===== config.mk =====
export PLATFORM = sky130hd
export DESIGN_NAME = skew_feeder
export DESIGN_NICKNAME = d
export VERILOG_FILES = /design/src/verilog/mm_types_pkg.sv /design/src/verilog/skew_feeder.sv
export SDC_FILE = /design/constraint.sdc
export NUM_CORES = 1
export LEC_CHECK = 0
export BUFFER_PORTS_ARGS = -buffer_cell sky130_fd_sc_hd__buf_2
export CELL_PAD_IN_SITES_DETAIL_PLACEMENT = 1
export CELL_PAD_IN_SITES_GLOBAL_PLACEMENT = 1
export CORE_UTILIZATION = 48
export CTS_BUF_LIST = sky130_fd_sc_hd__clkbuf_4
export DETAILED_ROUTE_END_ITERATION = 8
export PLACE_DENSITY_LB_ADDON = 0.3
export SYNTH_ARGS = -nofsm -noshare
export SYNTH_HDL_FRONTEND = slang
export SYNTH_SLANG_ARGS = --single-unit

===== constraint.sdc =====
create_clock -name clk -period 3.2 [get_ports clk]
set_input_delay 0.16 -clock clk [delete_from_list [all_inputs] [get_ports clk]]
set_output_delay 0.16 -clock clk [all_outputs]
set_load 0.01 [all_outputs]

===== src/verilog/mm_types_pkg.sv =====
// matrix and array types for the accelerator
// shared by the systolic datapath and the dma engine
package mm_types_pkg;

    // array size, also the matrix dimension
    localparam int SA_N = 4;

    // operand element width, signed
    localparam int ELEM_W = 8;

    // accumulator and result width, signed
    localparam int ACC_W = 32;

    typedef logic signed [ELEM_W-1:0] elem_t;
    typedef logic signed [ACC_W-1:0]  acc_t;

    // one bus word, seen raw or as four element lanes
    // lane 0 sits in the low byte
    typedef union packed {
        logic [SA_N*ELEM_W-1:0] raw;
        elem_t [SA_N-1:0]       lane;
    } bus_word_t;

endpackage


===== src/verilog/skew_feeder.sv =====
`timescale 1ns/1ps

// skew feeder for the systolic array
// stores rows of a and columns of b, feeds them staggered by one cycle per lane
module skew_feeder
    import mm_types_pkg::*;
(
    input  logic                    clk,
    input  logic                    rst_n,
    input  logic                    mm_start_i,
    input  logic                    wr_a_en_i,
    input  logic                    wr_b_en_i,
    input  logic [$clog2(SA_N)-1:0] wr_idx_i,
    input  bus_word_t               wr_data_i,
    output elem_t [SA_N-1:0]        a_row_o,
    output elem_t [SA_N-1:0]        b_col_o,
    output logic                    clear_o,
    output logic                    mm_done_o
);

    localparam int STEP_W = $clog2(3 * SA_N);
    localparam int IDX_W  = $clog2(SA_N);
    // feed lasts 3n-2 steps, numbered from zero
    localparam logic [STEP_W-1:0] LAST_STEP = STEP_W'(3 * SA_N - 3);

    // row i of a, column j of b
    bus_word_t a_mem [SA_N];
    bus_word_t b_mem [SA_N];

    logic              feeding_q;
    logic [STEP_W-1:0] step_q;

    // operand store, written by the dma engine
    always_ff @(posedge clk) begin
        if (wr_a_en_i) begin
            a_mem[wr_idx_i] <= wr_data_i;
        end
        if (wr_b_en_i) begin
            b_mem[wr_idx_i] <= wr_data_i;
        end
    end

    // start -> clear -> 3n-2 feed steps -> done
    always_ff @(posedge clk) begin
        if (!rst_n) begin
            clear_o   <= 1'b0;
            feeding_q <= 1'b0;
            step_q    <= '0;
            mm_done_o <= 1'b0;
        end else begin
            clear_o   <= mm_start_i;
            // last product lands in the far corner on the final step
            mm_done_o <= feeding_q && (step_q == LAST_STEP);
            if (clear_o) begin
                feeding_q <= 1'b1;
                step_q    <= '0;
            end else if (feeding_q) begin
                step_q <= step_q + 1'b1;
                if (step_q == LAST_STEP) begin
                    feeding_q <= 1'b0;
                end
            end
        end
    end

    // lane i carries element k on step k+i, zero otherwise
    always_comb begin
        for (int i = 0; i < SA_N; i++) begin
            a_row_o[i] = '0;
            b_col_o[i] = '0;
            if (feeding_q && (step_q >= STEP_W'(i)) && (step_q < STEP_W'(i + SA_N))) begin
                a_row_o[i] = a_mem[i].lane[IDX_W'(step_q - STEP_W'(i))];
                // b is held transposed, so the lane walks down column i
                b_col_o[i] = b_mem[i].lane[IDX_W'(step_q - STEP_W'(i))];
            end
        end
    end

endmodule


After elaboration in Yosys (flattened, before gate mapping) --
Memories as Yosys holds them, arrays and structs flattened. Index checks and enable logic that the tools add are counted. Widths: inputs -> output; s select.
Word-level totals: output and inout bits 66, word-level logic and storage cells 65, memory bits (writable) 256, bits of input ports 39, register bits after elaboration 7, memories kept 2
Memories:
- a_mem | depth 4, bits a word 32, rd ports 4, clocked after memory_dff 0, wr ports 1, RTL line skew_feeder.sv:27 | bus_word_t a_mem [SA_N];
- b_mem | depth 4, bits a word 32, rd ports 4, clocked after memory_dff 0, wr ports 1, RTL line skew_feeder.sv:28 | bus_word_t b_mem [SA_N];
Cells by class: add/subtract/negate cells 4, $lt $le $gt $ge 12, muxes and demuxes 31, reductions and logical operators 10, bitwise operators 1, eq/ne operators 1
Operators by type and width (number):
- $bmux 8 s2 | 8
- $mux 8 | 16
- $lt 4x3->1 const B | 4
- $lt 2x3->1 const B | 4
- $logic_and 1x1->1 | 9
- $ge 4x1->1 const B | 2
- $ge 4x2->1 const B | 2
- $mux 1 | 7
- $add 4x1->4 const B | 1
- $eq 4x4->1 const B | 1
- $sub 2x2->2 const B | 2
- $reduce_or 2->1 | 1
- $sub 2x1->2 const B | 1
- $not 1->1 | 1

Logic depth before layout (Yosys ltp) --
Gate-level depths: netlist (run 1).
depth after elaboration 4, gate-level depth with buffers 9, mapped depth without buffers 5

Worst setup path before layout (run 1) --
OpenSTA, ideal clock, no wires.
path type input -> register, start point input port wr_idx_i[0], end point memory a_mem[0][0] (netlist bit) (enable), setup time 0.468 ns, arrival time 2.563 ns, cell stages on the path 1, setup slack 0.169 ns, cells stage by stage nor3b_1
RTL lines:
- from (decl) | RTL line skew_feeder.sv:13 | input logic [$clog2(SA_N)-1:0] wr_idx_i,
- to (decl) | RTL line skew_feeder.sv:27
Straight into the memory's write port.

==> results.cfg, run 1 <==
[detailed_routing]
postRouteAntennaNets = 0
dr_wl_met3_um = 1430
vias = 5247
drtIter0Drc = 369
dr.pass1.iters = 4
topRoutingLayerUsed = met4
routed_wirelength_um = 23300
met1_length_um = 9610
wl_met2_um = 11800
wire_per_inst_um = 24.4
route.detailed.vias_per_inst = 5.50
drc_errors = 0

[setup_path]
worstSetupPathType = flip-flop to primary output
end_kind = primary output
crit_path_cell_trace = inv_1, ha_1, buf_4, mux4_1, and3_1, buf_2
critPathSlowestCell = dfxtp_4
startpoint_type = flip-flop
max_stage_delay_ns = 0.56
crit_fanout = 33
cp.arrival_ns = 2.81
required_ns = 3.04

[cells_and_area]
multi_input_area_um2 = 2170
area.sequential_um2 = 7830
syn_to_final_growth_pct = 18.6
layoutNonFillerInstCount = 954
drive_gt1_share_pct = 42.1
fillers = 1817
fin_nets = 686

[global_route]
overflow = 0
grt_antenna_before_repair = 1
grt_pass1_vias = 6106
grt_max_degree = 53
track_usage_pct = 22.8
grt_pass1_wl_um = 35700

[timing]
setup_violations = 0
rsz0062_at_grt = no
relSlewSlack_pct = 41.0
clock_skew_ns = 0.00776
fmax_mhz = 337
period_share_pct = 92.7
hold_violations = 0
hold_ws_ns = 0.228
worstMarginPinSlew_ns = 0.884
period_needed_ns = 2.97
fin_tns_setup_ns = 0
maxSlewViolCount = 0

[die]
initial_utilization_pct = 49.7
die_area_um2 = 21800
dieHeight_um = 148
die_w_um = 148
fp.coreArea_um2 = 20500
core.rowCount = 52
ios = 105

[synthesis]
ys_seq_area_share_pct = 76.8
yosysTopAreaCellShare_pct = 75.4
yosys_register_bits = 263
syn_avg_cell_area_um2 = 22.6
ys_top_cells_by_area = edfxtp_1 (75%), mux4_2 (13%), and3_1 (2.1%), nor2b_1 (1.9%), mux4_1 (1.8%)
synth_top_area_cell = edfxtp_1
yosysUniqueCellTypes = 28
yosys_warnings = 0
syn_inst = 452
synthesis.nets = 494
netlist_area_um2 = 10200

[clock_tree]
numCtsBuffers = 68
clkTransAtPathRegs_ns = 0.07
cts_buffer_depth = 3
htreeDepth = 3
cts_tree = done
cts_root_buffer = clkbuf_4
cts_sinks = 263
insertion_delay_ns = 0.65
post_cts_buffers = 0

[power]
ir_worst_vdd_mv = 0.385
power_density_nw_per_um2 = 596
power.leakage_nw = 4.36

[status]
run_status = complete, no violations

[placement]
dp.cells = 809
gp_congestion = 0.717
dpl.hpwl_um = 13100
portBuffers = 104

[worst_hold_path]
hp-class = input pin to flip-flop

[run]
drv_cap = 0
power by group:
part / internal (mW) / switching [mW] / leakage, nW
Combinational: 0.212 / 0.239 / 1.46
Clock: 1.46 / 1.29 / 0.489
Sequential: 3.96 / 0.0531 / 2.41
Total: 5.63 / 1.58 / 4.36
timing repair:
action                                 4_1_cts  5_1_grt
resized for setup                            0        0
hold buffers                                35        0
endpoints found under the hold margin      263        0
Yosys cell counts:
| library cell | instances |
|---|---|
| mux2i_1 | 1 |
| and2b_1 | 1 |
| buf_2 | 9 |
| clkbuf_1 | 7 |
| nand4_1 | 1 |
| nand3_4 | 1 |
| xnor2_1 | 1 |
| nor2b_1 | 31 |
| and2_1 | 1 |
| dfxtp_1 | 7 |
| nand2b_2 | 1 |
| nand2b_1 | 2 |
| mux4_2 | 57 |
| and3_1 | 35 |
| o21a_1 | 1 |
| and3b_1 | 5 |
| inv_1 | 2 |
| ha_1 | 3 |
| or3b_2 | 1 |
| nor2b_4 | 2 |
| buf_6 | 5 |
| xor2_1 | 4 |
| edfxtp_1 | 256 |
| mux4_1 | 7 |
| nand2_1 | 1 |
| nor3b_1 | 2 |
| nor2_1 | 4 |
| buf_12 | 4 |
worst max-delay path: cells and delay by family (launching register included):
kind / cells / cell delay (ns)
and+or+nand+nor: 1 / 0.20
buffers and inverters: 3 / 0.68
muxes: 1 / 0.41
DFF: 1 / 0.56
adders and majority gates: 1 / 0.29
path summary, 6_finish.rpt:
path | from | endpoint | slack [ns] | cells past startpoint
setup / recovery | step_q[0] | a_row_o[31] | 0.23 | 6
hold / removal | wr_idx_i[1] | b_mem[0][3] | 0.23 | 3
setup reg to reg | step_q[0] | step_q[1] | 1.45 | 5
hold reg to reg | clear_o | feeding_q | 0.50 | 1
cells by family (layout without fill, tap and decap cells):
family / count (synthesis) / after routing / synth area share, %
compound gates: 1 / 1 / 0.0737
xor+xnor: 5 / 5 / 0.430
fa+ha+maj: 3 / 3 / 0.368
buf+inv: 27 / 257 / 2.11
flops: 263 / 263 / 76.8
mux: 65 / 65 / 14.5
other cells: 0 / 2 / 0
simple gates: 88 / 88 / 5.74
registers in the layout, summed over array words and instances, names as in the netlist:
name and cells:
clear_o 1, a_mem 128, feeding_q 1, b_mem 128
step_q 4, mm_done_o 1
metal layers:
| metal | up-vias | track usage (%) |
|---|---|---|
| met5 | - | 0 |
| met4 | 0 | 9.18 |
| met3 | 34 | 5.15 |
| met2 | 188 | 37.8 |
| met1 | 2738 | 29.5 |
| li1 | 2287 | - |
layout make-up:
class | instances | area share [%]
inverters | 2 | 0.0621
multi-input cells | 162 | 17.9
flip-flops and latches | 263 | 64.8
diodes | 2 | 0.0414
clock buffers | 97 | 6.02
well taps | 270 | 2.79
repair buffers | 147 | 7.80
clock inverters | 11 | 0.569
cells in the final DEF (no fill, tap or decap), drive strengths merged, types with 2 or more instances in the layout:
master / Yosys / layout
edfxtp: 256 / 256
buf: 18 / 112
clkbuf: 7 / 97
mux4: 64 / 64
dlygate4sd3: 0 / 35
and3: 35 / 35
nor2b: 33 / 33
dfxtp: 7 / 7
clkinv: 0 / 6
inv: 2 / 6
and3b: 5 / 5
xor2: 4 / 4
nor2: 4 / 4
ha: 3 / 3
nand2b: 3 / 3
diode: 0 / 2
nor3b: 2 / 2
through the flow:
| stage | cell area [µm²] | setup slack [ns] | util (%) | power [mW] |
|---|---|---|---|---|
| after floorplan | 10200 | 0.169 | - | 4.34 |
| after global placement | 10900 | 0.912 | 53.4 | 4.48 |
| after detailed placement | 10900 | 0.858 | 53.4 | 4.51 |
| after CTS | 12100 | 0.127 | 59.0 | 7.30 |
| after global routing | 12100 | 0.0302 | 59.0 | 7.47 |
| final | 12100 | 0.233 | 59.0 | 7.21 |
Note: power is estimated with default switching activity, not from simulation.
==> run 2: changes to the inputs <==
--- a/config.mk
+++ b/config.mk
@@ -10,6 +10,7 @@
 export CELL_PAD_IN_SITES_GLOBAL_PLACEMENT = 1
 export CORE_UTILIZATION = 48
 export CTS_BUF_LIST = sky130_fd_sc_hd__clkbuf_4
+export CTS_CLUSTER_DIAMETER = 50
 export DETAILED_ROUTE_END_ITERATION = 8
 export PLACE_DENSITY_LB_ADDON = 0.3
 export SYNTH_ARGS = -nofsm -noshare
==> constraint.sdc (replaced) <==
create_clock -name clk -period 3.2 [get_ports clk]
set_input_delay 0.64 -clock clk [delete_from_list [all_inputs] [get_ports clk]]
set_output_delay 0.64 -clock clk [all_outputs]
set_load 0.01 [all_outputs]
==> results.cfg, run 2 (synthesis results as in run 1) <==
[detailed_routing]
drtIter0Drc = 302
route.detailed.vias_per_inst = 5.55
topRoutingLayerUsed = met4
postRouteAntennaNets = 0
wl_met2_um = 11900
drc_errors = 0
vias = 5204
routed_wirelength_um = 22900
dr.pass1.iters = 4
wire_per_inst_um = 24.4
met1_length_um = 9460
dr_wl_met3_um = 1230

[cells_and_area]
top_regs = a_mem: 128 flops, b_mem: 128 flops, step_q: 4 flops
fillers = 1827
mostFrequentLayoutCell = edfxtp_1
post-route-util_pct = 58.9
most-common-layout-cells = edfxtp_1 (256), buf_2 (104), clkbuf_4 (103), mux4_2 (57), and3_1 (33)
drive_gt1_share_pct = 46.3
layoutNonFillerInstCount = 938
syn_to_final_growth_pct = 18.5
fin_nets = 665

[placement]
gp_congestion = 0.710
portBuffers = 104
dp.cells = 813
dpl.hpwl_um = 13200
post-place-ws_ns = 0.513

[setup_path]
crit_fanout = 7
worstRegToRegCells = 5
cp.arrival_ns = 2.41
reg2reg_slack_ns = 1.85
end_kind = primary output
critPathSlowestCell = or3b_2
required_ns = 2.56
crit_family = simple AND/OR/NAND/NOR gates
reg2reg_from = step_q[0]
worstSetupPathType = flip-flop to primary output
max_stage_delay_ns = 0.49
r2r-end = step_q[3]
path_buf_inv = 3
startpoint_type = flip-flop
crit_path_cell_trace = buf_4, ha_1, or3b_2, nand3_4, buf_12, nor2b_1, buf_2

[timing]
worstMarginPinSlew_ns = 0.913
setup_violations = 0
maxSlewViolCount = 0
clock_skew_ns = 0.0112
hold_ws_ns = 0.229
setup_slack_ns = 0.146
hold_violations = 0
fmax_mhz = 327
fin_tns_setup_ns = 0
rsz0062_at_grt = no
period_share_pct = 95.4
period_needed_ns = 3.05
relSlewSlack_pct = 39.1

[run]
drv_cap = 0

[clock_tree]
cts_tree = done
cts_buffer_depth = 3
cts_root_buffer = clkbuf_4
htreeDepth = 3
cts_hold_buffers = 0
numCtsBuffers = 69
cts_sinks = 263
clkTransAtPathRegs_ns = 0.07
insertion_delay_ns = 0.64

[global_route]
overflow = 0
track_usage_pct = 22.1
grt_pass1_wl_um = 34600
grt_antenna_before_repair = 2
grt_pass1_vias = 5808
grt_max_degree = 34

[die]
dieHeight_um = 148
die_w_um = 148
die_area_um2 = 21800
core.rowCount = 52
ios = 105
initial_utilization_pct = 49.7
fp.coreArea_um2 = 20500

[worst_hold_path]
worstHoldEndpoint = clear_o
min_from = mm_start_i
holdPathStages = 2
hp-class = input pin to flip-flop

[power]
ir_worst_vdd_mv = 0.311
power_density_nw_per_um2 = 625
power.leakage_nw = 4.37

[status]
run_status = complete, no violations
[run 2: changes by cell type in the layout (fill, tap and decap cells not counted), moves of 2 or more]
cell | before | now
buf_16 | 0 | 2
buf_4 | 7 | 14
buf_6 | 0 | 2
bufinv_16 | 1 | 4
clkbuf_4 | 97 | 103
dlygate4sd3_1 | 35 | 0
inv_2 | 4 | 2
nor3b_2 | 2 | 0
nor3b_4 | 0 | 2
[run 2: worst max-delay path by stage]
stage                         start  cells past startpoint           to
after floorplan           step_q[0]                      9  a_row_o[25]
after global placement    feeding_q                      4   b_col_o[2]
after detailed placement  step_q[0]                      6  b_col_o[29]
after CTS                 step_q[1]                      6  a_row_o[31]
after global routing      step_q[0]                      5  b_col_o[21]
final                     step_q[0]                      7   a_row_o[8]
[run 2: repair_timing]
action                                  CTS  global route
gates resized for setup                   3             5
endpoints found under the setup margin   51            31
buffers inserted                          6             2
pin swaps                                 0             0
gates cloned                              0             1
[run 2: area by class of cell]
class	instances	area (µm²)	area share, %
repair buffers	125	768	6.36
well taps	270	338	2.80
flip-flops and latches	263	7840	64.9
diodes	1	2.50	0.0207
clock buffers	103	773	6.40
inverters	2	7.51	0.0622
multi-input cells	162	2200	18.2
clock inverters	12	154	1.27
[run 2: where the power goes]
part | switching [mW] | internal, mW | total [mW] | leakage [nW]
clock network | 1.31 | 1.78 | 3.09 | 0.547
registers | 0.0460 | 3.96 | 4.00 | 2.41
logic | 0.244 | 0.207 | 0.451 | 1.42
[run 2: metrics by stage]
step                total power, mW  cell area (µm²)
CTS                            7.64            12000
finish                         7.55            12100
detailed placement             4.52            11000
global route                   7.84            12100
floorplan                      4.33            10200
global placement               4.48            11000
[run 2: layer usage]
| layer | vias to the layer above | track usage (%) |
|---|---|---|
| met3 | 31 | 5.52 |
| met4 | 0 | 7.84 |
| met1 | 2749 | 28.1 |
| li1 | 2253 | - |
| met2 | 171 | 37.3 |
| met5 | - | 0 |
