<file path="config.mk">
export PLATFORM = sky130hd
export DESIGN_NAME = pe
export DESIGN_NICKNAME = d
export VERILOG_FILES = /design/src/verilog/mm_types_pkg.sv /design/src/verilog/pe.sv
export SDC_FILE = /design/constraint.sdc
export NUM_CORES = 1
export LEC_CHECK = 0
export ABC_AREA = 1
export BUFFER_PORTS_ARGS = -buffer_cell sky130_fd_sc_hd__buf_2
export CORE_AREA = 10 10 134 136
export CTS_CLUSTER_SIZE = 25
export DETAILED_ROUTE_END_ITERATION = 10
export DIE_AREA = 0 0 144 146
export GPL_TIMING_DRIVEN = 0
export PLACE_DENSITY = 0.68
export SLEW_MARGIN = 30
export SYNTH_ARGS = -nofsm -noshare
export SYNTH_HDL_FRONTEND = slang
export SYNTH_SLANG_ARGS = --single-unit
</file>
<file path="constraint.sdc">
create_clock -name clk -period 6.6 [get_ports clk]
set_input_delay 0.33 -clock clk [delete_from_list [all_inputs] [get_ports clk]]
set_output_delay 0.33 -clock clk [all_outputs]
set_load 0.01 [all_outputs]
</file>
<file path="src/verilog/mm_types_pkg.sv">
// matrix and array types for the accelerator
// shared by the systolic datapath and the dma engine
package mm_types_pkg;

    // array size, also the matrix dimension
    localparam int SA_N = 4;

    // operand element width, signed
    localparam int ELEM_W = 8;

    // accumulator and result width, signed
    localparam int ACC_W = 32;

    typedef logic signed [ELEM_W-1:0] elem_t;
    typedef logic signed [ACC_W-1:0]  acc_t;

    // one bus word, seen raw or as four element lanes
    // lane 0 sits in the low byte
    typedef union packed {
        logic [SA_N*ELEM_W-1:0] raw;
        elem_t [SA_N-1:0]       lane;
    } bus_word_t;

endpackage

</file>
<file path="src/verilog/pe.sv">
`timescale 1ns/1ps

// systolic processing element
// multiply-accumulate, passes a to the right and b downward
module pe
    import mm_types_pkg::*;
(
    input  logic  clk,
    input  logic  rst_n,
    input  logic  clear_i,
    input  elem_t a_i,
    input  elem_t b_i,
    output elem_t a_o,
    output elem_t b_o,
    output acc_t  acc_o
);

    // signed product, sign extended to accumulator width
    acc_t prod;

    assign prod = a_i * b_i;

    always_ff @(posedge clk) begin
        if (!rst_n || clear_i) begin
            a_o   <= '0;
            b_o   <= '0;
            acc_o <= '0;
        end else begin
            // zero operands at the skew edges add nothing
            acc_o <= acc_o + prod;
            // one cycle to each neighbour
            a_o   <= a_i;
            b_o   <= b_i;
        end
    end

endmodule

</file>
### Yosys cells after proc, flatten, opt, wreduce, memory -nomap -nowiden

Index checks and enable logic that the tools add are counted.

* bits in registers: 48
* bits of input ports: 19

* add/subtract/negate cells: 1
* multipliers: 1
* reductions and logical operators: 2

Operator list (number)
* 32-bit by 16-bit adder with 32-bit output: 1
* 8-bit by 8-bit multiplier with 16-bit output: 1
* 1-bit logical NOT: 1
* 1-bit logical OR: 1

### Depth between registers and ports, before layout

Gate-level depths: netlist (run 1).

* depth after elaboration: 2
* depth in mapped cells: 23
* depth with buffers taken out: 22

### Worst setup path after synthesis (run 1)

OpenSTA, ideal clock, no wires.

* path kind: input to register
* start point: input port b_i[0]
* end point: register acc_o[31]
* arrival time: 4978 ps
* data required time: 6485 ps
* buffers on the path: 1
* stages: 17
* path slack: 1507 ps
* library setup time: 115 ps
* cell sequence: clkbuf_1 -> nand2_1 -> inv_1 -> fa_1 -> fa_1 -> inv_1 -> fa_1 -> inv_1 -> fa_1 -> ha_1 -> ha_1 -> nand2_1 -> nor3_4 -> and2_1 -> nand2_1 -> a21oi_1 -> nor2_1

* longest elaborated chain between the ends: 2

RTL lines
* start: declaration: RTL line pe.sv:12 `input elem_t b_i,`
* 8-bit by 8-bit multiplier with 16-bit output: RTL line pe.sv:21 `assign prod = a_i * b_i;`
* 32-bit by 16-bit adder with 32-bit output: RTL line pe.sv:30 `acc_o <= acc_o + prod;`
* end signal: assignment: RTL line pe.sv:30
* end: declaration: RTL line pe.sv:15 `output acc_t acc_o`

No other way between the ends.
A chain may end at the register's enable or synchronous reset.

### Final worst setup path (run 1)

* start point: input port b_i[2]
* end point: register acc_o[22]

Same word-level chain as after synthesis.

==> results of run 1 <==
flip-flops by register name, summed over array words and instances (netlist names):
name,cells
acc_o,32
b_o,8
a_o,8
stage by stage:
step                      utilization  hold slack (ps)  instance area (µm²)
after CTS                       0.524              383                 8110
after detailed placement        0.514              589                 7960
after floorplan                     -              548                 7450
after global routing            0.524              421                 8110
after global placement          0.513              573                 7940
final                           0.524              398                 8110
cell usage in the layout, fill, tap and decap left out, types with 2 or more instances in the layout:
| master | count |
|---|---|
| nand2_1 | 241 |
| inv_1 | 228 |
| fa_1 | 136 |
| nor2_1 | 80 |
| ha_1 | 70 |
| buf_2 | 52 |
| dfxtp_1 | 48 |
| a21oi_1 | 28 |
| nand3_1 | 25 |
| clkbuf_1 | 17 |
| nand2_2 | 10 |
| nor2_2 | 10 |
| o21ai_0 | 9 |
| nand4_1 | 8 |
| inv_2 | 5 |
| clkbuf_16 | 5 |
| nand3b_1 | 4 |
| nor3_2 | 3 |
| o21bai_1 | 3 |
| nand3_2 | 3 |
| o21a_1 | 3 |
| clkinv_1 | 2 |
| nor3_1 | 2 |
| a21oi_2 | 2 |
| and2_1 | 2 |
| clkinvlp_4 | 2 |
logic make-up after synthesis:
| kind of cell | count (synthesis) | share of synthesized area |
|---|---|---|
| buffers and inverters | 254 | 0.129 |
| DFF | 48 | 0.129 |
| AOI/OAI and AO/OA | 46 | 0.0343 |
| and+or+nand+nor | 391 | 0.222 |
| xor gates and xnor gates | 2 | 0.00235 |
| adders and majority gates | 206 | 0.483 |
tightest hold or removal path, cell delays in order:
cell     delay (ps)
buf_2            80
nor2_1          100
o21ai_0         100
a21oi_1          50
metal layers:
metal  vias up  share of wire  track usage
met5         -              0            0
met4         0          0.013       0.0363
met3        14          0.044       0.0290
met2       106           0.50        0.305
met1      2705           0.44        0.217
li1       2891              -            -
layout make-up:
type	instances	area [µm²]	area share
Multi-Input combinational cell	645	5530	0.681
Sequential cell	48	961	0.118
Inverter	235	882	0.109
Timing Repair Buffer	52	275	0.0339
Tap cell	192	240	0.0296
Clock buffer	5	125	0.0154
Buffer	19	80.1	0.00987
Clock inverter	3	23.8	0.00293
path summary, 6_finish.rpt:
path                to  startpoint  cells past startpoint
min          acc_o[10]     clear_i                      4
max          acc_o[22]      b_i[2]                     17
min reg2reg   acc_o[0]    acc_o[0]                      3
max reg2reg  acc_o[20]    acc_o[4]                     21
==> impl_metrics.toml, run 1 <==
[clock_network]
clock_latency_ps = 310
htreeDepth = 2
tritoncts = "yes"
cts_made_buffers = 5
cts_setup_buffers = 0
clkSinkCount = 48
cts_resized = 0
hold_buffers = 0
path_clk_slew_ps = 70
cts_root_buffer = "clkbuf_16"
cts.path.max_buffers = 2

[yosys]
synth_area_per_cell_um2 = 7.87
post-synth-top-count-cell = "nand2_1"
ys_seq_elements = 48
synth_top_cells_by_area = "fa_1 37%, dfxtp_1 13%, nand2_1 12%, ha_1 12%, inv_1 12%"
syn_nets = 1172
synth_edf_count = 0
netlist_area_um2 = 7450
synth_top_area_frac = 0.366
ys_types = 31
yosys_warnings = 0
ys_seq_area_frac = 0.129
yosys-top-cells-count = "241 x nand2_1, 230 x inv_1, 136 x fa_1"
async_reset_ff_frac = 0
synth_cells = 947
yosysTopAreaCell = "fa_1"
synth_ff_type = "dfxtp_1"

[sta]
setup_viol_count_final = 0
relSlewSlack = 0.441
fmax_mhz = 179
finalHoldViolCount = 0
period_minus_slack_ps = 5580
fin_tns_setup_ps = 0
rsz0062_at_grt = "false"
slew_viol_final = 0
fin_ws_ps = 1020
finClkSkew_ps = 6.58
fin_crit_sh = 0.845
tightestPinTransition_ps = 837

[routing]
drc = 0
viasPerCell = 4.77
avgRoutedWirePerCell_um = 14.2
wl_um = 17100
drtPass1Iterations = 5
drt_iter0_drc = 237
vias = 5716
ant_nets = 0

[critical_path]
slowest_stage = "fa_1"
crit_type = "in2reg"
worstPathCellList = "clkbuf_1 > nand2_1 > fa_1 > fa_1 > inv_1 > fa_1 > fa_1 > ha_1 > ha_1 > nand2_1 > nor2_2 > inv_1 > nor2_1 > nand4_1 > nand3b_1 > nor2_1 > nor2_1"
critPathBufInv = 3
cp.arrival_ps = 5810
cp_max_fo = 13
cp.required_ps = 6830
crit_family = "adder cells"
slowest_delay_ps = 820
cp-start-kind = "primary input"
reg2reg_slack_ps = 2070
crit_path_frequent_cell = "fa_1"
critPathCaptureType = "flop"

[global_routing]
grt_pass1_wl_um = 29500
antenna_found_initial = 0
grt.overflow.total = 0
grt_start_max_net_pins = 25
grt_pass1_vias = 6064
grt_usage = 0.174

[place]
dp.cells = 1191
numPortBuffers = 51
hpwl_um = 14800
gp_congestion = 0.912
dp_slack_ps = 706

[layout]
fillerInstances = 1461
fin_nets = 1231
final_layout_size_suffix_gt1_frac = 0.0973
diodes = 0
area_growth_syn_to_layout_pct = 8.92
final_cells = 1199

[die]
die_area_um2 = 21000
top_level_ports = 67
die_w_um = 144
core_um2 = 15500
dieHeight_um = 146
initial_utilization = 0.481
num_rows = 46

[min_path]
min_path_type = "in2reg"

[flow_run]
cap_violations = 0

[run_status]
status = "finished clean"
Power of run 1 is not shown: default switching activity piles up to over one toggle a cycle in this logic, so the estimate is an artifact.
==> run 2, diff against run 1 <==
--- a/config.mk
+++ b/config.mk
@@ -5,14 +5,14 @@
 export SDC_FILE = /design/constraint.sdc
 export NUM_CORES = 1
 export LEC_CHECK = 0
-export ABC_AREA = 1
+export ABC_AREA = 0
 export BUFFER_PORTS_ARGS = -buffer_cell sky130_fd_sc_hd__buf_2
-export CORE_AREA = 10 10 134 136
+export CORE_AREA = 10 10 128 130
 export CTS_CLUSTER_SIZE = 25
 export DETAILED_ROUTE_END_ITERATION = 10
-export DIE_AREA = 0 0 144 146
+export DIE_AREA = 0 0 138 140
 export GPL_TIMING_DRIVEN = 0
-export PLACE_DENSITY = 0.68
+export PLACE_DENSITY = 0.71
 export SLEW_MARGIN = 30
 export SYNTH_ARGS = -nofsm -noshare
 export SYNTH_HDL_FRONTEND = slang
==> constraint.sdc (replaced) <==
create_clock -name clk -period 5.1 [get_ports clk]
set_input_delay 0.255 -clock clk [delete_from_list [all_inputs] [get_ports clk]]
set_output_delay 0.255 -clock clk [all_outputs]
set_load 0.01 [all_outputs]
==> run 2 against run 1 <==
Global-route usage down 0.22 points. Die area down 8.1%. Hold slack worse by 180 ps. Final area down 2.2%. Critical path depth unchanged. Critical path type unchanged.
==> impl_metrics.toml, run 2 <==
[layout]
final_cell_mix = "134 x fa_1, 96 x inv_1, 63 x ha_1"
fin_nets = 987
area_growth_syn_to_layout_pct = 17.7
diodes = 0
largest_reg_flops = 32
largest_registers = "acc_o (32), a_o (8), b_o (8)"
regMostFlops = "acc_o"
final_layout_size_suffix_gt1_frac = 0.194
fillerInstances = 1176
final_common_cell = "fa_1"

[critical_path]
crit_family = "adder cells"
cp.arrival_ps = 5160
cp.required_ps = 5330
slowest_delay_ps = 580
cp_max_fo = 10
worst-path-stages = 17
reg2regPathDepth = 17
critPathCaptureType = "flop"
crit_type = "in2reg"
cp-start-kind = "primary input"
worstPathCellList = "clkbuf_4 > and2_4 > buf_4 > fa_1 > fa_1 > fa_1 > fa_1 > ha_1 > ha_1 > clkbuf_1 > o21ai_0 > a21oi_1 > a21boi_2 > o21ai_1 > a211oi_2 > or3_1 > a21oi_1"
slowest_stage = "fa_1"
critPathBufInv = 3
crit_path_frequent_cell = "fa_1"

[routing]
viasPerCell = 5.29
vias = 4993
drtPass1Iterations = 4
ant_nets = 0
wl_um = 16300
drc = 0
avgRoutedWirePerCell_um = 17.3
drt_iter0_drc = 300

[die]
initial_utilization = 0.489
die_area_um2 = 19300
num_rows = 43
top_level_ports = 67
dieHeight_um = 140
core_um2 = 13800
die_w_um = 138

[global_routing]
antenna_found_initial = 0
grt_usage = 0.172
grt_start_max_net_pins = 15
grt_pass1_vias = 5620
grt.overflow.total = 0
grt_pass1_wl_um = 27400

[clock_network]
clock_latency_ps = 310
cts_root_buffer = "clkbuf_16"
htreeDepth = 2
clkSinkCount = 48
tritoncts = "yes"
cts.path.max_buffers = 2
path_clk_slew_ps = 70
hold_buffers = 0
cts_made_buffers = 5

[sta]
fin_crit_sh = 0.967
hold_slack_ps = 219
period_minus_slack_ps = 4930
relSlewSlack = 0.541
finalHoldViolCount = 0
finClkSkew_ps = 14.7
slew_viol_final = 0
tightestPinTransition_ps = 686
setup_viol_count_final = 0
fmax_mhz = 203

[yosys]
yosys_warnings = 0
synth_edf_count = 0
syn_nets = 884
synth_top_cells_by_area = "fa_1 40%, dfxtp_1 14%, ha_1 13%, inv_1 5.6%, and2_1 4.9%"
synth_area_per_cell_um2 = 10.2
synth_top_area_frac = 0.404
async_reset_ff_frac = 0
yosysTopAreaCell = "fa_1"
ys_seq_area_frac = 0.143
ys_seq_elements = 48
synth_ff_type = "dfxtp_1"
yosys-top-cells-count = "136 x fa_1, 100 x inv_1, 70 x ha_1"
synth_cells = 659
post-synth-top-count-cell = "fa_1"
netlist_area_um2 = 6740
ys_types = 51

[place]
gp_congestion = 0.962
numPortBuffers = 62
hpwl_um = 12500

[min_path]
min_path_cells = 2
min_path_type = "in2reg"

[run_status]
status = "finished clean"

[flow_run]
cap_violations = 0
==> run 2: cell types whose count changed after synthesis, moves of 7 or more <==
cell / delta
nor2_2: -9
nand3_1: -20
inv_1: -130
a21o_1: +11
nand2b_1: +7
nand2_2: -10
xor2_1: +9
nor2_1: -46
and2_1: +51
nand2_1: -200
xnor2_1: +13
==> run 2: worst reg2reg max path: cells and delay by family, from the launching register on <==
family / cells / cell delay (ps)
adders and majority gates: 6 / 2760
AOI/OAI and AO/OA: 6 / 1100
and+or+nand+nor: 1 / 400
DFF: 1 / 350
buffers and inverters: 4 / 230
==> run 2: logic make-up (layout without fill, tap and decap cells) <==
group           count (synthesis)  after routing  synth area share
xor+xnor                       24             24            0.0312
simple gates                  163            165             0.126
mux                             2              2           0.00297
fa+ha+maj                     206            206             0.534
compound gates                 96             96            0.0934
buf+inv                       120            222            0.0702
flops                          48             48             0.143
==> run 2: final cells by class <==
class                   instances  area (µm²)  area share
clock inverters                 2        35.0     0.00442
multi-input cells             493        5460       0.688
repair buffers                 93         618      0.0779
inverters                     102         398      0.0502
flip-flops and latches         48         961       0.121
plain buffers                  18         104      0.0131
well taps                     180         225      0.0284
clock buffers                   6         129      0.0162
repair inverters                1        5.00    0.000631
==> run 2: what timing repair did <==
action | 4_1_cts | 5_1_grt
setup endpoints to repair | 13 | 10
resized for setup | 9 | 51
cloned | 2 | 1
setup buffers | 13 | 18
pin swaps | 3 | 21
==> run 2: layer usage <==
layer,track usage,wire length [µm],vias up
met5,0,0,-
met4,0.0560,354,0
met3,0.0412,914,25
met2,0.298,8280,138
met1,0.204,6740,2526
li1,-,-,2304
==> run 2: final timing paths <==
kind | from | end | slack (ps)
min | b_i[6] | b_o[6] | 220
max reg2reg | acc_o[6] | acc_o[21] | 200
min reg2reg | acc_o[0] | acc_o[0] | 590
max | b_i[0] | acc_o[21] | 170
==> run 2: per-stage QoR <==
step / std cells / TNS [ps] / instance area (µm²) / util / setup WS (ps)
after global routing: 943 / -6.53 / 7930 / 0.576 / -6.53
after floorplan: 659 / 0 / 6750 / - / 31.2
final: 943 / 0 / 7930 / 0.576 / 167
after detailed placement: 901 / -9430 / 7280 / 0.529 / -917
after CTS: 924 / 0 / 7590 / 0.551 / 7.25
after global placement: 901 / -8100 / 7280 / 0.529 / -797
Power of run 2 is left out for the same reason.
==> run 3, diff against run 2 <==
--- a/config.mk
+++ b/config.mk
@@ -13,6 +13,7 @@
 export DIE_AREA = 0 0 138 140
 export GPL_TIMING_DRIVEN = 0
 export PLACE_DENSITY = 0.71
+export RECOVER_POWER = 100
 export SLEW_MARGIN = 30
 export SYNTH_ARGS = -nofsm -noshare
 export SYNTH_HDL_FRONTEND = slang
==> run 3 against run 2 <==
Non-clock buffer count stayed put. Final area shrank 0.76%. Critical path type unchanged. First-iteration DRC count decreased by 12%. Global-route usage unchanged.
==> impl_metrics.toml, run 3 (synthesized netlist as in run 2, its figures left out) <==
[run_status]
status = "finished clean"

[layout]
fin_nets = 987
diodes = 0
multi_input_area_um2 = 5460
register_area_um2 = 961
final_common_cell = "fa_1"
regMostFlops = "acc_o"
largest_reg_flops = 32
largest_registers = "acc_o (32), a_o (8), b_o (8)"
finish.utilization = 0.571
stdcell_area_um2 = 7870
final_layout_size_suffix_gt1_frac = 0.131
area_growth_syn_to_layout_pct = 16.8
fillerInstances = 1207
final_cell_mix = "134 x fa_1, 96 x inv_1, 63 x ha_1"

[global_routing]
grt_start_max_net_pins = 15
antenna_found_initial = 0
grt_pass1_vias = 5620
grt_pass1_wl_um = 27400
grt.overflow.total = 0
grt_usage = 0.172

[die]
num_rows = 43
die_w_um = 138
initial_utilization = 0.489
die_area_um2 = 19300
top_level_ports = 67
dieHeight_um = 140
core_um2 = 13800

[critical_path]
slowest_stage = "fa_1"
cp.arrival_ps = 5170
crit_family = "adder cells"
slowest_delay_ps = 590
cp-start-kind = "primary input"
cp.required_ps = 5330
worst-path-stages = 17
worstPathCellList = "clkbuf_4 > and2_4 > buf_4 > fa_1 > fa_1 > fa_1 > fa_1 > ha_1 > ha_1 > clkbuf_1 > o21ai_0 > a21oi_1 > a21boi_2 > o21ai_1 > a211oi_2 > or3_1 > a21oi_1"
reg2regPathDepth = 17
crit_path_frequent_cell = "fa_1"
crit_type = "in2reg"
critPathBufInv = 3
critPathCaptureType = "flop"
reg2reg_slack_ps = 190
cp_max_fo = 10

[place]
hpwl_um = 12500
gp_congestion = 0.962
placed_area_um2 = 7280
dp_slack_ps = -917
numPortBuffers = 62

[clock_network]
tritoncts = "yes"
htreeDepth = 2
cts_made_buffers = 5
cts_root_buffer = "clkbuf_16"
cts.path.max_buffers = 2
hold_buffers = 0
clkSinkCount = 48
path_clk_slew_ps = 70
clock_latency_ps = 310

[routing]
vias = 4981
ant_nets = 0
drtPass1Iterations = 4
wl_um = 16300
drt_iter0_drc = 265
viasPerCell = 5.28
avgRoutedWirePerCell_um = 17.3
drc = 0

[sta]
setup_viol_count_final = 0
slew_viol_final = 0
period_minus_slack_ps = 4940
fmax_mhz = 203
fin_crit_sh = 0.968
relSlewSlack = 0.549
finClkSkew_ps = 13.8
tightestPinTransition_ps = 676
finalHoldViolCount = 0
fin_ws_ps = 164

[flow_run]
cap_violations = 0

[min_path]
min_path_type = "in2reg"
min_path_cells = 2
[run 3: changes by cell type in the layout (fill, tap and decap cells not counted)]
| cell | before | now |
|---|---|---|
| and2_0 | 0 | 3 |
| and2_1 | 50 | 47 |
| buf_2 | 58 | 10 |
| clkbuf_1 | 9 | 57 |
[run 3: through the flow]
| step | hold WS [ps] | instances | TNS (ps) |
|---|---|---|---|
| 6_report | 222 | 943 | 0 |
| 5_1_grt | 228 | 943 | -6.53 |
| 4_1_cts | 259 | 924 | 0 |
| 2_1_floorplan | 377 | 659 | 0 |
| 3_5_place_dp | 579 | 901 | -9430 |
| 3_3_place_gp | 557 | 901 | -8100 |
[run 3: what timing repair did]
item	4_1_cts	5_1_grt
setup buffers	13	18
cloned	2	1
pin swaps	3	21
gates resized for setup	9	51
setup endpoints to repair	13	10
[run 3: final timing paths]
kind         startpoint         to
max reg2reg    acc_o[6]  acc_o[21]
min reg2reg    acc_o[0]   acc_o[0]
min              b_i[6]     b_o[6]
max              b_i[0]  acc_o[21]
[run 3: layout make-up]
class | instances | share of cell area
clock inverters | 2 | 0.00445
clock buffers | 6 | 0.0164
well taps | 180 | 0.0286
flip-flops and latches | 48 | 0.122
plain buffers | 18 | 0.0132
multi-input cells | 493 | 0.693
inverters | 102 | 0.0505
repair buffers | 93 | 0.0709
repair inverters | 1 | 0.000636
[run 3: metal layers]
metal  vias to the layer above  GRT usage  share of wire
met5                         -          0              0
met4                         0     0.0560          0.022
met3                        25     0.0412          0.050
met2                       136      0.298           0.51
met1                      2513      0.204           0.42
li1                       2307          -              -
[run 3: worst register-to-register path, cell delays in order (launching register included)]
cell and delay [ps]:
dfxtp_1 360, inv_1 70, fa_1 540, inv_1 50
fa_1 510, inv_1 50, fa_1 480, inv_1 60
fa_1 430, fa_1 440, ha_1 360, o211a_1 190
a211o_1 160, a21boi_2 80, o21ai_1 320, a211oi_2 160
or3_1 400, a21oi_1 190
Power of run 3 is left out for the same reason.
