<file path="config.mk">
export PLATFORM = sky130hd
export DESIGN_NAME = dma_engine
export DESIGN_NICKNAME = d
export VERILOG_FILES = /design/src/verilog/mm_types_pkg.sv /design/src/verilog/mem_bus_pkg.sv /design/src/verilog/dma_engine.sv
export SDC_FILE = /design/constraint.sdc
export NUM_CORES = 1
export LEC_CHECK = 0
export ABC_AREA = 1
export BUFFER_PORTS_ARGS = -buffer_cell sky130_fd_sc_hd__buf_2
export CAP_MARGIN = 5
export CORE_AREA = 2 2 310 312
export CTS_CLUSTER_DIAMETER = 100
export DETAILED_ROUTE_END_ITERATION = 10
export DIE_AREA = 0 0 312 314
export GPL_ROUTABILITY_DRIVEN = 0
export RECOVER_POWER = 25
export SYNTH_ARGS = -nofsm -noshare
export SYNTH_HDL_FRONTEND = slang
export SYNTH_SLANG_ARGS = --single-unit
</file>
<file path="constraint.sdc">
create_clock -name clk -period 6.95 [get_ports clk]
set_clock_uncertainty 0.05 [all_clocks]
set_input_delay 1.0425 -clock clk [delete_from_list [all_inputs] [get_ports clk]]
set_output_delay 1.0425 -clock clk [all_outputs]
set_load 0.03 [all_outputs]
</file>
<file path="src/verilog/mm_types_pkg.sv">
// matrix and array types for the accelerator
// shared by the systolic datapath and the dma engine
package mm_types_pkg;

    // array size, also the matrix dimension
    localparam int SA_N = 4;

    // operand element width, signed
    localparam int ELEM_W = 8;

    // accumulator and result width, signed
    localparam int ACC_W = 32;

    typedef logic signed [ELEM_W-1:0] elem_t;
    typedef logic signed [ACC_W-1:0]  acc_t;

    // one bus word, seen raw or as four element lanes
    // lane 0 sits in the low byte
    typedef union packed {
        logic [SA_N*ELEM_W-1:0] raw;
        elem_t [SA_N-1:0]       lane;
    } bus_word_t;

endpackage

</file>
<file path="src/verilog/mem_bus_pkg.sv">
// memory bus constants
// fixed bursts, one matrix row per data beat
package mem_bus_pkg;

    // data beat width
    localparam int BUS_W = 32;

    // beats per operand read burst
    localparam int RD_BEATS = 4;
    // beats per result write burst
    localparam int WR_BEATS = 16;

    // read ids that steer returning beats
    localparam logic ID_A = 1'b0;
    localparam logic ID_B = 1'b1;

endpackage

</file>
<file path="src/verilog/dma_engine.sv">
`timescale 1ns/1ps

// dma engine of the matrix accelerator
// reads a and b as two bursts into the feeder, starts the array,
// then writes the 16 accumulators back as one burst
module dma_engine
    import mm_types_pkg::*, mem_bus_pkg::*;
#(
    parameter int ADDR_W = 32
) (
    input  logic                        clk,
    input  logic                        rst_n,
    // base addresses
    input  logic [ADDR_W-1:0]           mat_a_addr_i,
    input  logic [ADDR_W-1:0]           mat_b_addr_i,
    input  logic [ADDR_W-1:0]           mat_c_addr_i,
    input  logic                        start_i,
    output logic                        done_o,
    // read address
    output logic                        arvalid_o,
    input  logic                        arready_i,
    output logic [ADDR_W-1:0]           araddr_o,
    output logic                        arid_o,
    // read data
    input  logic                        rvalid_i,
    output logic                        rready_o,
    input  logic [BUS_W-1:0]            rdata_i,
    input  logic                        rid_i,
    input  logic                        rlast_i,
    // write address
    output logic                        awvalid_o,
    input  logic                        awready_i,
    output logic [ADDR_W-1:0]           awaddr_o,
    // write data
    output logic                        wvalid_o,
    input  logic                        wready_i,
    output logic [BUS_W-1:0]            wdata_o,
    output logic                        wlast_o,
    // write response
    input  logic                        bvalid_i,
    output logic                        bready_o,
    // operand store of the feeder
    output logic                        wr_a_en_o,
    output logic                        wr_b_en_o,
    output logic [$clog2(RD_BEATS)-1:0] wr_idx_o,
    output bus_word_t                   wr_data_o,
    // compute side
    output logic                        mm_start_o,
    input  logic                        mm_done_i,
    input  acc_t [SA_N*SA_N-1:0]        accum_i
);

    localparam logic [2:0] S_IDLE = 3'd0;
    localparam logic [2:0] S_AR_A = 3'd1;
    localparam logic [2:0] S_AR_B = 3'd2;
    localparam logic [2:0] S_LOAD = 3'd3;
    localparam logic [2:0] S_COMP = 3'd4;
    localparam logic [2:0] S_AW   = 3'd5;
    localparam logic [2:0] S_W    = 3'd6;
    localparam logic [2:0] S_B    = 3'd7;

    localparam int BEAT_W = $clog2(RD_BEATS);
    localparam int RES_W  = $clog2(WR_BEATS);

    logic [2:0]        state_q;
    logic [2:0]        state_d;
    logic [ADDR_W-1:0] a_base_q;
    logic [ADDR_W-1:0] b_base_q;
    logic [ADDR_W-1:0] c_base_q;
    // beat index per read id
    logic [BEAT_W-1:0] cnt_a_q;
    logic [BEAT_W-1:0] cnt_b_q;
    logic              done_a_q;
    logic              done_b_q;
    // selects the accumulator on the current write beat
    logic [RES_W-1:0]  res_cnt_q;
    logic              r_hs;
    logic              a_last;
    logic              b_last;
    logic              load_end;

    assign r_hs     = rvalid_i && rready_o;
    assign a_last   = r_hs && rlast_i && (rid_i == ID_A);
    assign b_last   = r_hs && rlast_i && (rid_i == ID_B);
    // both bursts complete, counting a last beat in this cycle
    assign load_end = (done_a_q || a_last) && (done_b_q || b_last);

    // bus and store outputs, straight from state
    always_comb begin
        arvalid_o     = (state_q == S_AR_A) || (state_q == S_AR_B);
        arid_o        = (state_q == S_AR_B) ? ID_B : ID_A;
        araddr_o      = (state_q == S_AR_B) ? b_base_q : a_base_q;
        rready_o      = (state_q == S_LOAD);
        awvalid_o     = (state_q == S_AW);
        awaddr_o      = c_base_q;
        wvalid_o      = (state_q == S_W);
        // row-major, C[i][j] at index 4i+j
        wdata_o       = accum_i[res_cnt_q];
        wlast_o       = wvalid_o && (res_cnt_q == RES_W'(WR_BEATS - 1));
        bready_o      = (state_q == S_B);
        done_o        = bready_o && bvalid_i;
        // accepted beats go to the store in the same cycle
        wr_a_en_o     = r_hs && (rid_i == ID_A);
        wr_b_en_o     = r_hs && (rid_i == ID_B);
        wr_idx_o      = (rid_i == ID_B) ? cnt_b_q : cnt_a_q;
        wr_data_o.raw = rdata_i;
    end

    always_comb begin
        state_d = state_q;
        case (state_q)
            S_IDLE: begin
                if (start_i) begin
                    state_d = S_AR_A;
                end
            end
            S_AR_A: begin
                if (arready_i) begin
                    state_d = S_AR_B;
                end
            end
            S_AR_B: begin
                if (arready_i) begin
                    state_d = S_LOAD;
                end
            end
            S_LOAD: begin
                if (load_end) begin
                    state_d = S_COMP;
                end
            end
            S_COMP: begin
                if (mm_done_i) begin
                    state_d = S_AW;
                end
            end
            S_AW: begin
                if (awready_i) begin
                    state_d = S_W;
                end
            end
            S_W: begin
                if (wready_i && wlast_o) begin
                    state_d = S_B;
                end
            end
            default: begin
                // response channel
                if (bvalid_i) begin
                    state_d = S_IDLE;
                end
            end
        endcase
    end

    always_ff @(posedge clk) begin
        if (!rst_n) begin
            state_q    <= S_IDLE;
            mm_start_o <= 1'b0;
            cnt_a_q    <= '0;
            cnt_b_q    <= '0;
            done_a_q   <= 1'b0;
            done_b_q   <= 1'b0;
            res_cnt_q  <= '0;
        end else begin
            state_q    <= state_d;
            // one pulse, the cycle after the last read beat
            mm_start_o <= (state_q == S_LOAD) && load_end;
            if (state_q == S_IDLE) begin
                cnt_a_q  <= '0;
                cnt_b_q  <= '0;
                done_a_q <= 1'b0;
                done_b_q <= 1'b0;
            end
            if (wr_a_en_o) begin
                cnt_a_q <= cnt_a_q + 1'b1;
            end
            if (wr_b_en_o) begin
                cnt_b_q <= cnt_b_q + 1'b1;
            end
            if (a_last) begin
                done_a_q <= 1'b1;
            end
            if (b_last) begin
                done_b_q <= 1'b1;
            end
            // result index moves only on a write handshake
            if (state_q == S_AW) begin
                res_cnt_q <= '0;
            end else if (wvalid_o && wready_i) begin
                res_cnt_q <= res_cnt_q + 1'b1;
            end
        end
    end

    // bases held for the whole run
    always_ff @(posedge clk) begin
        if ((state_q == S_IDLE) && start_i) begin
            a_base_q <= mat_a_addr_i;
            b_base_q <= mat_b_addr_i;
            c_base_q <= mat_c_addr_i;
        end
    end

endmodule

</file>
### After elaboration in Yosys (flattened, before gate mapping)

Cells that the tools add are included.
W data, S select, Z words.

| word-level totals | value |
|---|---|
| register bits after elaboration | 110 |
| bits of input ports | 651 |
| output and inout port bits | 141 |
| logic and storage cells | 75 |

| operators by class | value |
|---|---|
| add/sub/neg operators | 3 |
| order comparisons | 1 |
| eq/ne operators | 15 |
| multiplexer cells | 20 |
| bitwise operators | 2 |
| reductions and logical operators | 24 |

Operator list:

| cell | number |
|---|---|
| $bmux W32 S4 | 1 |
| $mux W32 | 2 |
| $mux W3 | 8 |
| $pmux W3 S7 | 1 |
| $logic_and A1 B1 Y1 | 13 |
| $eq A3 B3 Y1 const B | 4 |
| $mux W2 | 4 |
| $ne A2 B2 Y1 const B | 4 |
| $reduce_and A8 Y1 | 1 |
| $reduce_bool A2 Y1 | 4 |
| $reduce_bool A8 Y1 | 1 |
| $eq A3 B2 Y1 const B | 2 |
| $ne A2 B1 Y1 const B | 3 |
| $lt A4 B5 Y1 const B | 1 |
| $add A2 B1 Y2 const B | 2 |
| $add A4 B1 Y4 const B | 1 |
| $eq A4 B4 Y1 const B | 1 |
| $mux W1 | 4 |
| $eq A3 B1 Y1 const B | 1 |
| $logic_not A3 Y1 | 1 |
| $logic_or A1 B1 Y1 | 3 |
| $not A1 Y1 | 2 |
| $reduce_or A2 Y1 | 1 |

### Longest topological paths before layout

Gate-level depths: netlist of the first run.

| depth | value |
|---|---|
| depth after elaboration | 8 |
| mapped depth | 10 |
| mapped depth without buffers | 9 |

### Worst setup path before layout of the first run

No wires, ideal clock.

| timing | value |
|---|---|
| kind | input to register |
| start point | input start_i |
| end point | register a_base_q[0], enable pin |
| setup time | 551 ps |
| arrival | 5061 ps |
| required time | 6349 ps |
| setup slack | 1288 ps |
| stages | 2 |
| buffers on the path | 0 |
| cells stage by stage | inv_1 -> nor2_1 |

| on the way | value |
|---|---|
| longest elaborated chain between the ends | 1 |

Ends and longest elaborated chain:

| what | line | source |
|---|---|---|
| from (decl) | dma_engine.sv:17 | `input logic start_i,` |
| $logic_and A1 B1 Y1 | dma_engine.sv:198 | `if ((state_q == S_IDLE) && start_i) begin` |
| to (signal assigned) | dma_engine.sv:199 | `a_base_q <= mat_a_addr_i;` |
| to (decl) | dma_engine.sv:67 | `logic [ADDR_W-1:0] a_base_q;` |

No other way between the ends.
A chain may end at the register's enable or synchronous reset.

### Final worst setup path of the first run

| timing | value |
|---|---|
| start point | register res_cnt_q[0] |
| end point | output wdata_o[23] |

| on the way | value |
|---|---|
| longest elaborated chain between the ends | 2 |

Ends and longest elaborated chain:

| what | line | source |
|---|---|---|
| from (decl) | dma_engine.sv:76 | `logic [RES_W-1:0] res_cnt_q;` |
| from (signal assigned) | dma_engine.sv:191 | `res_cnt_q <= res_cnt_q + 1'b1;` |
| $bmux W32 S4 | dma_engine.sv:98 | `wdata_o = accum_i[res_cnt_q];` |
| $mux W32 (not written as such) | dma_engine.sv:98 |  |
| to (decl) | dma_engine.sv:37 | `output logic [BUS_W-1:0] wdata_o,` |

No other way between the ends. The select of a mux whose other input is x is not followed.

==> results of run 1 <==
-- worst max-delay path, stage by stage (launching register included) --
cell and delay (ps):
dfxtp_4 650, buf_4 720, o21ai_0 370, o211ai_1 470, nand3_1 220, nand3_1 280
buf_2 290
-- kinds of logic after synthesis --
group | count (synthesis) | synth area share [%]
adder cells (fa/ha/maj) | 1 | 0.141
AND/OR/NAND/NOR | 663 | 29.3
flip-flops | 110 | 35.8
buffers and inverters | 175 | 10.2
AO/OA/AOI/OAI | 353 | 24.6
-- routing by layer --
| metal | track usage [%] | vias to the layer above | part of all wire (%) |
|---|---|---|---|
| li1 | - | 5695 | - |
| met1 | 16.7 | 5644 | 40 |
| met2 | 24.1 | 799 | 47 |
| met3 | 5.36 | 172 | 11 |
| met4 | 2.24 | 42 | 1.9 |
| met5 | 0 | - | 0.35 |
-- power groups by stage --
stage	logic (uW)	clock network [uW]	registers [uW]
after floorplan	586	0	1030
after global placement	1120	0	945
after detailed placement	1120	0	945
after CTS	1120	531	935
after global routing	1200	552	946
final	1100	512	933
-- cells in the final DEF, fill, tap and decap left out --
cell / Yosys / final
buf_2: 20 / 725
nor2_1: 403 / 401
nand2_1: 191 / 191
o21ai_0: 179 / 179
edfxtp_1: 96 / 96
o211ai_1: 66 / 66
o32ai_1: 64 / 64
nand3_1: 61 / 61
o21ai_1: 32 / 32
inv_1: 29 / 28
diode_2: 0 / 14
buf_4: 37 / 13
dfxtp_1: 14 / 11
a21oi_1: 10 / 10
clkbuf_16: 0 / 9
nor2_4: 1 / 3
clkinv_1: 2 / 3
clkinvlp_4: 0 / 3
clkbuf_1: 67 / 3
dfxtp_4: 0 / 3
inv_8: 0 / 2
nor3_1: 2 / 2
nand4_1: 2 / 2
o22ai_1: 2 / 2
inv_2: 1 / 1
nand3_2: 1 / 1
nor3b_1: 1 / 1
and3_1: 1 / 1
ha_1: 1 / 1
inv_6: 0 / 1
-- worst min path at each step --
| stage | from | endpoint | slack, ps | cells after the start |
|---|---|---|---|---|
| 6_report | cnt_a_q[1]$_SDFFE_PN0P_ | cnt_a_q[1]$_SDFFE_PN0P_ | 430 | 2 |
| 5_1_grt | cnt_a_q[1]$_SDFFE_PN0P_ | cnt_a_q[1]$_SDFFE_PN0P_ | 470 | 2 |
| 4_1_cts | cnt_a_q[1]$_SDFFE_PN0P_ | cnt_a_q[1]$_SDFFE_PN0P_ | 430 | 2 |
| 3_5_place_dp | cnt_a_q[1]$_SDFFE_PN0P_ | cnt_a_q[1]$_SDFFE_PN0P_ | 420 | 2 |
| 3_3_place_gp | cnt_a_q[1]$_SDFFE_PN0P_ | cnt_a_q[1]$_SDFFE_PN0P_ | 410 | 2 |
| 2_1_floorplan | cnt_a_q[1]$_SDFFE_PN0P_ | cnt_a_q[1]$_SDFFE_PN0P_ | 390 | 2 |
-- registers in the layout, indices dropped and copies added, names as in the netlist --
register	count
state_q	3
cnt_b_q	2
b_base_q	32
awaddr_o	32
cnt_a_q	2
done_b_q	1
done_a_q	1
a_base_q	32
res_cnt_q	4
mm_start_o	1
-- metrics by stage --
stage,power (uW),hold slack [ps]
finish,2550,430
global route,2700,469
CTS,2590,430
detailed placement,2060,417
global placement,2070,411
floorplan,1620,390
-- cell type report --
cell class / instances / area [um^2]
Fill cell: 11100 / 80700
Tap cell: 1265 / 1580
Antenna cell: 14 / 35.0
Inverter: 32 / 128
Multi-Input combinational cell: 1017 / 4790
Clock buffer: 10 / 229
Clock inverter: 6 / 46.3
Sequential cell: 110 / 3170
Timing Repair Buffer: 740 / 3730
==> results by group, run 1 <==
Global route
  • Remaining Overflow, GRT: 0
  • Total GRT Usage: 14.0%
  • Vias in the first global route: 11800
  • Largest net degree at the start of global routing: 123
  • Initial antenna violation count: 87
  • Global-route wire length before repair: 95.1 mm

STA
  • Fin crit share: 66.4%
  • Max Slew Vio Count: 0
  • Final setup viols: 0
  • Rel. slew slack: 24.5%
  • Achievable Freq: 0.217 GHz
  • Setup WS post-layout: 2340 ps
  • Slew of the pin with the lowest slew margin: 1130 ps
  • Final hold violations: 0
  • RSZ-0062 raised after global routing: false
  • Fin crit period: 4610 ps
  • Final setup TNS: 0 ps

Clocking
  • H-tree levels: 3
  • Clock latency on the worst-skew pair: 380 ps
  • CTS tree: done
  • Clock-pin slew on the worst setup and hold paths: 80 ps
  • Root buf cell: clkbuf_16
  • CTS Hold Bufs: 0
  • TritonCTS Buffers: 9
  • Clock net sink count: 110
  • Clk buf depth: 2
  • Resize count post-CTS: 0
  • Post-CTS Setup Repair Bufs: 0

Place
  • Cell area after placement: 13400 um^2
  • Buffers on Ports: 727
  • Post-Place Cells: 3164
  • Place WS: 2630 ps
  • DP Wirelength: 61.5 mm

Synthesis
  • Synthesized instance count: 1302
  • Seq/Total Area, Yosys: 35.8%
  • Yosys cell types: 26
  • Post-synth EDFFs: 96
  • Cell taking the most area after synthesis: edfxtp_1
  • Synth top area share: 32.6%
  • Yosys warns: 0
  • Top FF cell, synth: edfxtp_1
  • #FFs+latches synth: 110
  • Async SR Flop Fraction: 0%
  • Post-Syn Area: 8850 um^2
  • Syn Area/Cell: 6.79 um^2
  • Synth top area cells: edfxtp_1 (33%), nor2_1 (17%), o21ai_0 (10%), nand2_1 (8.1%), o32ai_1 (6.3%)
  • Syn nets: 1954
  • Most common cell in the netlist: nor2_1
  • Commonest cells post-synth: nor2_1 (403), nand2_1 (191), o21ai_0 (179)

Floorplanning
  • IO Pins: 792
  • Row cnt: 113
  • Die area: 98000 um^2
  • Die X: 312 um
  • Die height: 314 um
  • Core ar.: 94400 um^2
  • Starting Density: 9.37%

Power
  • Clk pwr share: 20.1%
  • Gate power share: 43.3%
  • Internal power: 1460 uW
  • Psw: 1080 uW
  • P per Cell Area: 186 nW/um^2
  • Worst vdd ir: 0.280 mV
  • Leakage: 0.00601 uW
  • Seq pwr share: 36.6%
  • Switching Fraction: 42.6%

Worst setup path
  • CP Capture Type: output port
  • CP Data Required Time: 5860 ps
  • WS Path Type: register to output port
  • Arr. time, crit path: 3520 ps
  • Register-to-register path setup slack: 4090 ps
  • Crit path from: res_cnt_q[0]$_SDFFE_PP0P_
  • R2r worst-path depth: 6
  • Setup crit start kind: register
  • CP endpoint: wdata_o[23]
  • CP Max Fanout: 82
  • R2R Path Start: state_q[0]$_SDFFE_PN0P_
  • Worst R2R End: a_base_q[27]$_DFFE_PP_

Layout
  • Area Overhead vs Synth: 55.1%
  • Non-Filler Instances: 3194
  • Layout cells sized above 1: 39.7%
  • Final Core Density: 14.5%
  • Final Net Count: 2562
  • Post-route cell area: 13700 um^2

Outcome
  • Status: completed

Drt
  • Initial DRC Count: 1042
  • Post-DRT Antenna Nets: 0
  • DR pass1 iterations: 6
  • Total routed wirelength: 72.0 mm
  • Total number of vias: 12400
  • Routed len/inst: 22.6 um
  • Post-DR vias/cell: 3.87
  • # DRC: 0

Hold path
  • Hold crit path type: register to register

Run
  • Max-cap viol count: 0
No activity file was read; power rests on OpenSTA's default activity.
==> inputs of run 2 (changes only) <==
- clock period: 6.95 -> 4.8 ns (I/O delays scaled with it)
==> run 2 against run 1 <==
Net effect: sequential share of layout area is 0.16 points lower; flip-flop and latch count stayed put; via count is 0.30% lower; power is 48% higher; core utilization is 0.10 points higher; critical path depth stayed put; count of clock-buffer cells in the layout is 1 lower; sequential power is 45% higher; critical path type unchanged; critical endpoint is now wdata_o[0]; highest routed layer unchanged.
==> results by group, run 2 (synthesis results as in run 1) <==
Run
  • Max-cap viol count: 0

Place
  • Buffers on Ports: 727
  • Place WS: 885 ps
  • DP Wirelength: 61.1 mm

Clocking
  • Post-CTS Setup Repair Bufs: 0
  • Root buf cell: clkbuf_16
  • Clk buf depth: 2
  • Clock-pin slew on the worst setup and hold paths: 110 ps
  • CTS tree: done
  • Clock latency on the worst-skew pair: 410 ps
  • Clock net sink count: 110
  • H-tree levels: 3
  • CTS Hold Bufs: 0
  • TritonCTS Buffers: 9
  • Resize count post-CTS: 0

STA
  • Rel. slew slack: 26.3%
  • Final hold violations: 0
  • Max Slew Vio Count: 0
  • Setup WS post-layout: 615 ps
  • RSZ-0062 raised after global routing: false
  • Achievable Freq: 0.239 GHz
  • Final setup viols: 0
  • Slew of the pin with the lowest slew margin: 1110 ps
  • Final setup TNS: 0 ps
  • Fin crit period: 4180 ps
  • Fin crit share: 87.2%
  • Min Hold Slack: 433 ps

Worst setup path
  • CP Capture Type: output port
  • R2R Path Start: res_cnt_q[1]$_SDFFE_PP0P_
  • CP Data Required Time: 4030 ps
  • Crit path from: res_cnt_q[0]$_SDFFE_PP0P_
  • CP Max Fanout: 136
  • Arr. time, crit path: 3410 ps
  • Setup crit start kind: register
  • WS Path Type: register to output port

Global route
  • Vias in the first global route: 11700
  • Initial antenna violation count: 99
  • Largest net degree at the start of global routing: 137
  • Total GRT Usage: 14.0%
  • Global-route wire length before repair: 95.3 mm
  • Remaining Overflow, GRT: 0

Drt
  • Initial DRC Count: 869
  • Post-DR vias/cell: 3.85
  • Post-DRT Antenna Nets: 0
  • Routed len/inst: 22.6 um
  • # DRC: 0
  • Total number of vias: 12300
  • DR pass1 iterations: 5
  • Total routed wirelength: 72.4 mm

Floorplanning
  • Die area: 98000 um^2
  • Starting Density: 9.37%
  • Die X: 312 um
  • Core ar.: 94400 um^2
  • Row cnt: 113
  • Die height: 314 um
  • IO Pins: 792

Layout
  • Commonest non-fill, non-tap cells in the layout: buf_2 (726), nor2_1 (401), nand2_1 (191)
  • Commonest non-fill, non-tap cell in the layout: buf_2
  • Area Overhead vs Synth: 56.2%
  • Layout cells sized above 1: 40.0%
  • Final Net Count: 2564

Hold path
  • Hold Crit Start: cnt_a_q[1]$_SDFFE_PN0P_
  • Hold crit path type: register to register

Outcome
  • Status: completed

Power
  • P per Cell Area: 272 nW/um^2
  • Worst vdd ir: 0.362 mV
  • Leakage: 0.00605 uW
==> run 2: area by class of cell <==
cell class | count | area (um^2)
fillers | 11000 | 80600
multi-input cells | 1017 | 4790
repair buffers | 742 | 3800
flip-flops and latches | 110 | 3170
well taps | 1265 | 1580
clock buffers | 9 | 225
inverters | 32 | 128
clock inverters | 7 | 67.6
diodes | 19 | 47.5
==> run 2: power by group <==
part | total (uW) | switching [uW] | internal, uW
logic | 1620 | 1130 | 484
clock network | 794 | 429 | 365
registers | 1350 | 68.4 | 1280
total | 3760 | 1630 | 2130
==> run 2: layer usage <==
| layer | track usage, % | share of wire, % |
|---|---|---|
| met3 | 4.89 | 9.8 |
| met4 | 3.39 | 2.5 |
| met2 | 23.7 | 47 |
| met1 | 17.0 | 41 |
| met5 | 0 | 0.47 |
==> run 2: stage by stage <==
| step | power, uW | utilization [%] | cell area, um^2 | cells |
|---|---|---|---|---|
| finish | 3760 | 14.6 | 13800 | 3201 |
| global route | 3950 | 14.6 | 13800 | 3195 |
| CTS | 3810 | 14.6 | 13800 | 3182 |
| detailed placement | 3000 | 14.3 | 13500 | 3166 |
| global placement | 3000 | 14.3 | 13500 | 3166 |
| floorplan | 2330 | - | 8850 | 1302 |
==> run 2: worst paths after layout <==
check | depth (start not counted) | slack (ps) | endpoint
worst max register to register | 9 | 1930 | state_q[1]$_SDFFE_PN0P_
worst min-delay path | 2 | 430 | cnt_a_q[1]$_SDFFE_PN0P_
worst min register to register | 2 | 430 | cnt_a_q[1]$_SDFFE_PN0P_
worst max-delay path | 6 | 620 | wdata_o[0]
==> run 2: worst max-delay path, stage by stage, from the launching register on <==
cell,delay [ps]
dfxtp_4,730
buf_12,410
o21ai_0,190
o211ai_1,500
nand3_1,410
nand3_1,220
buf_2,220
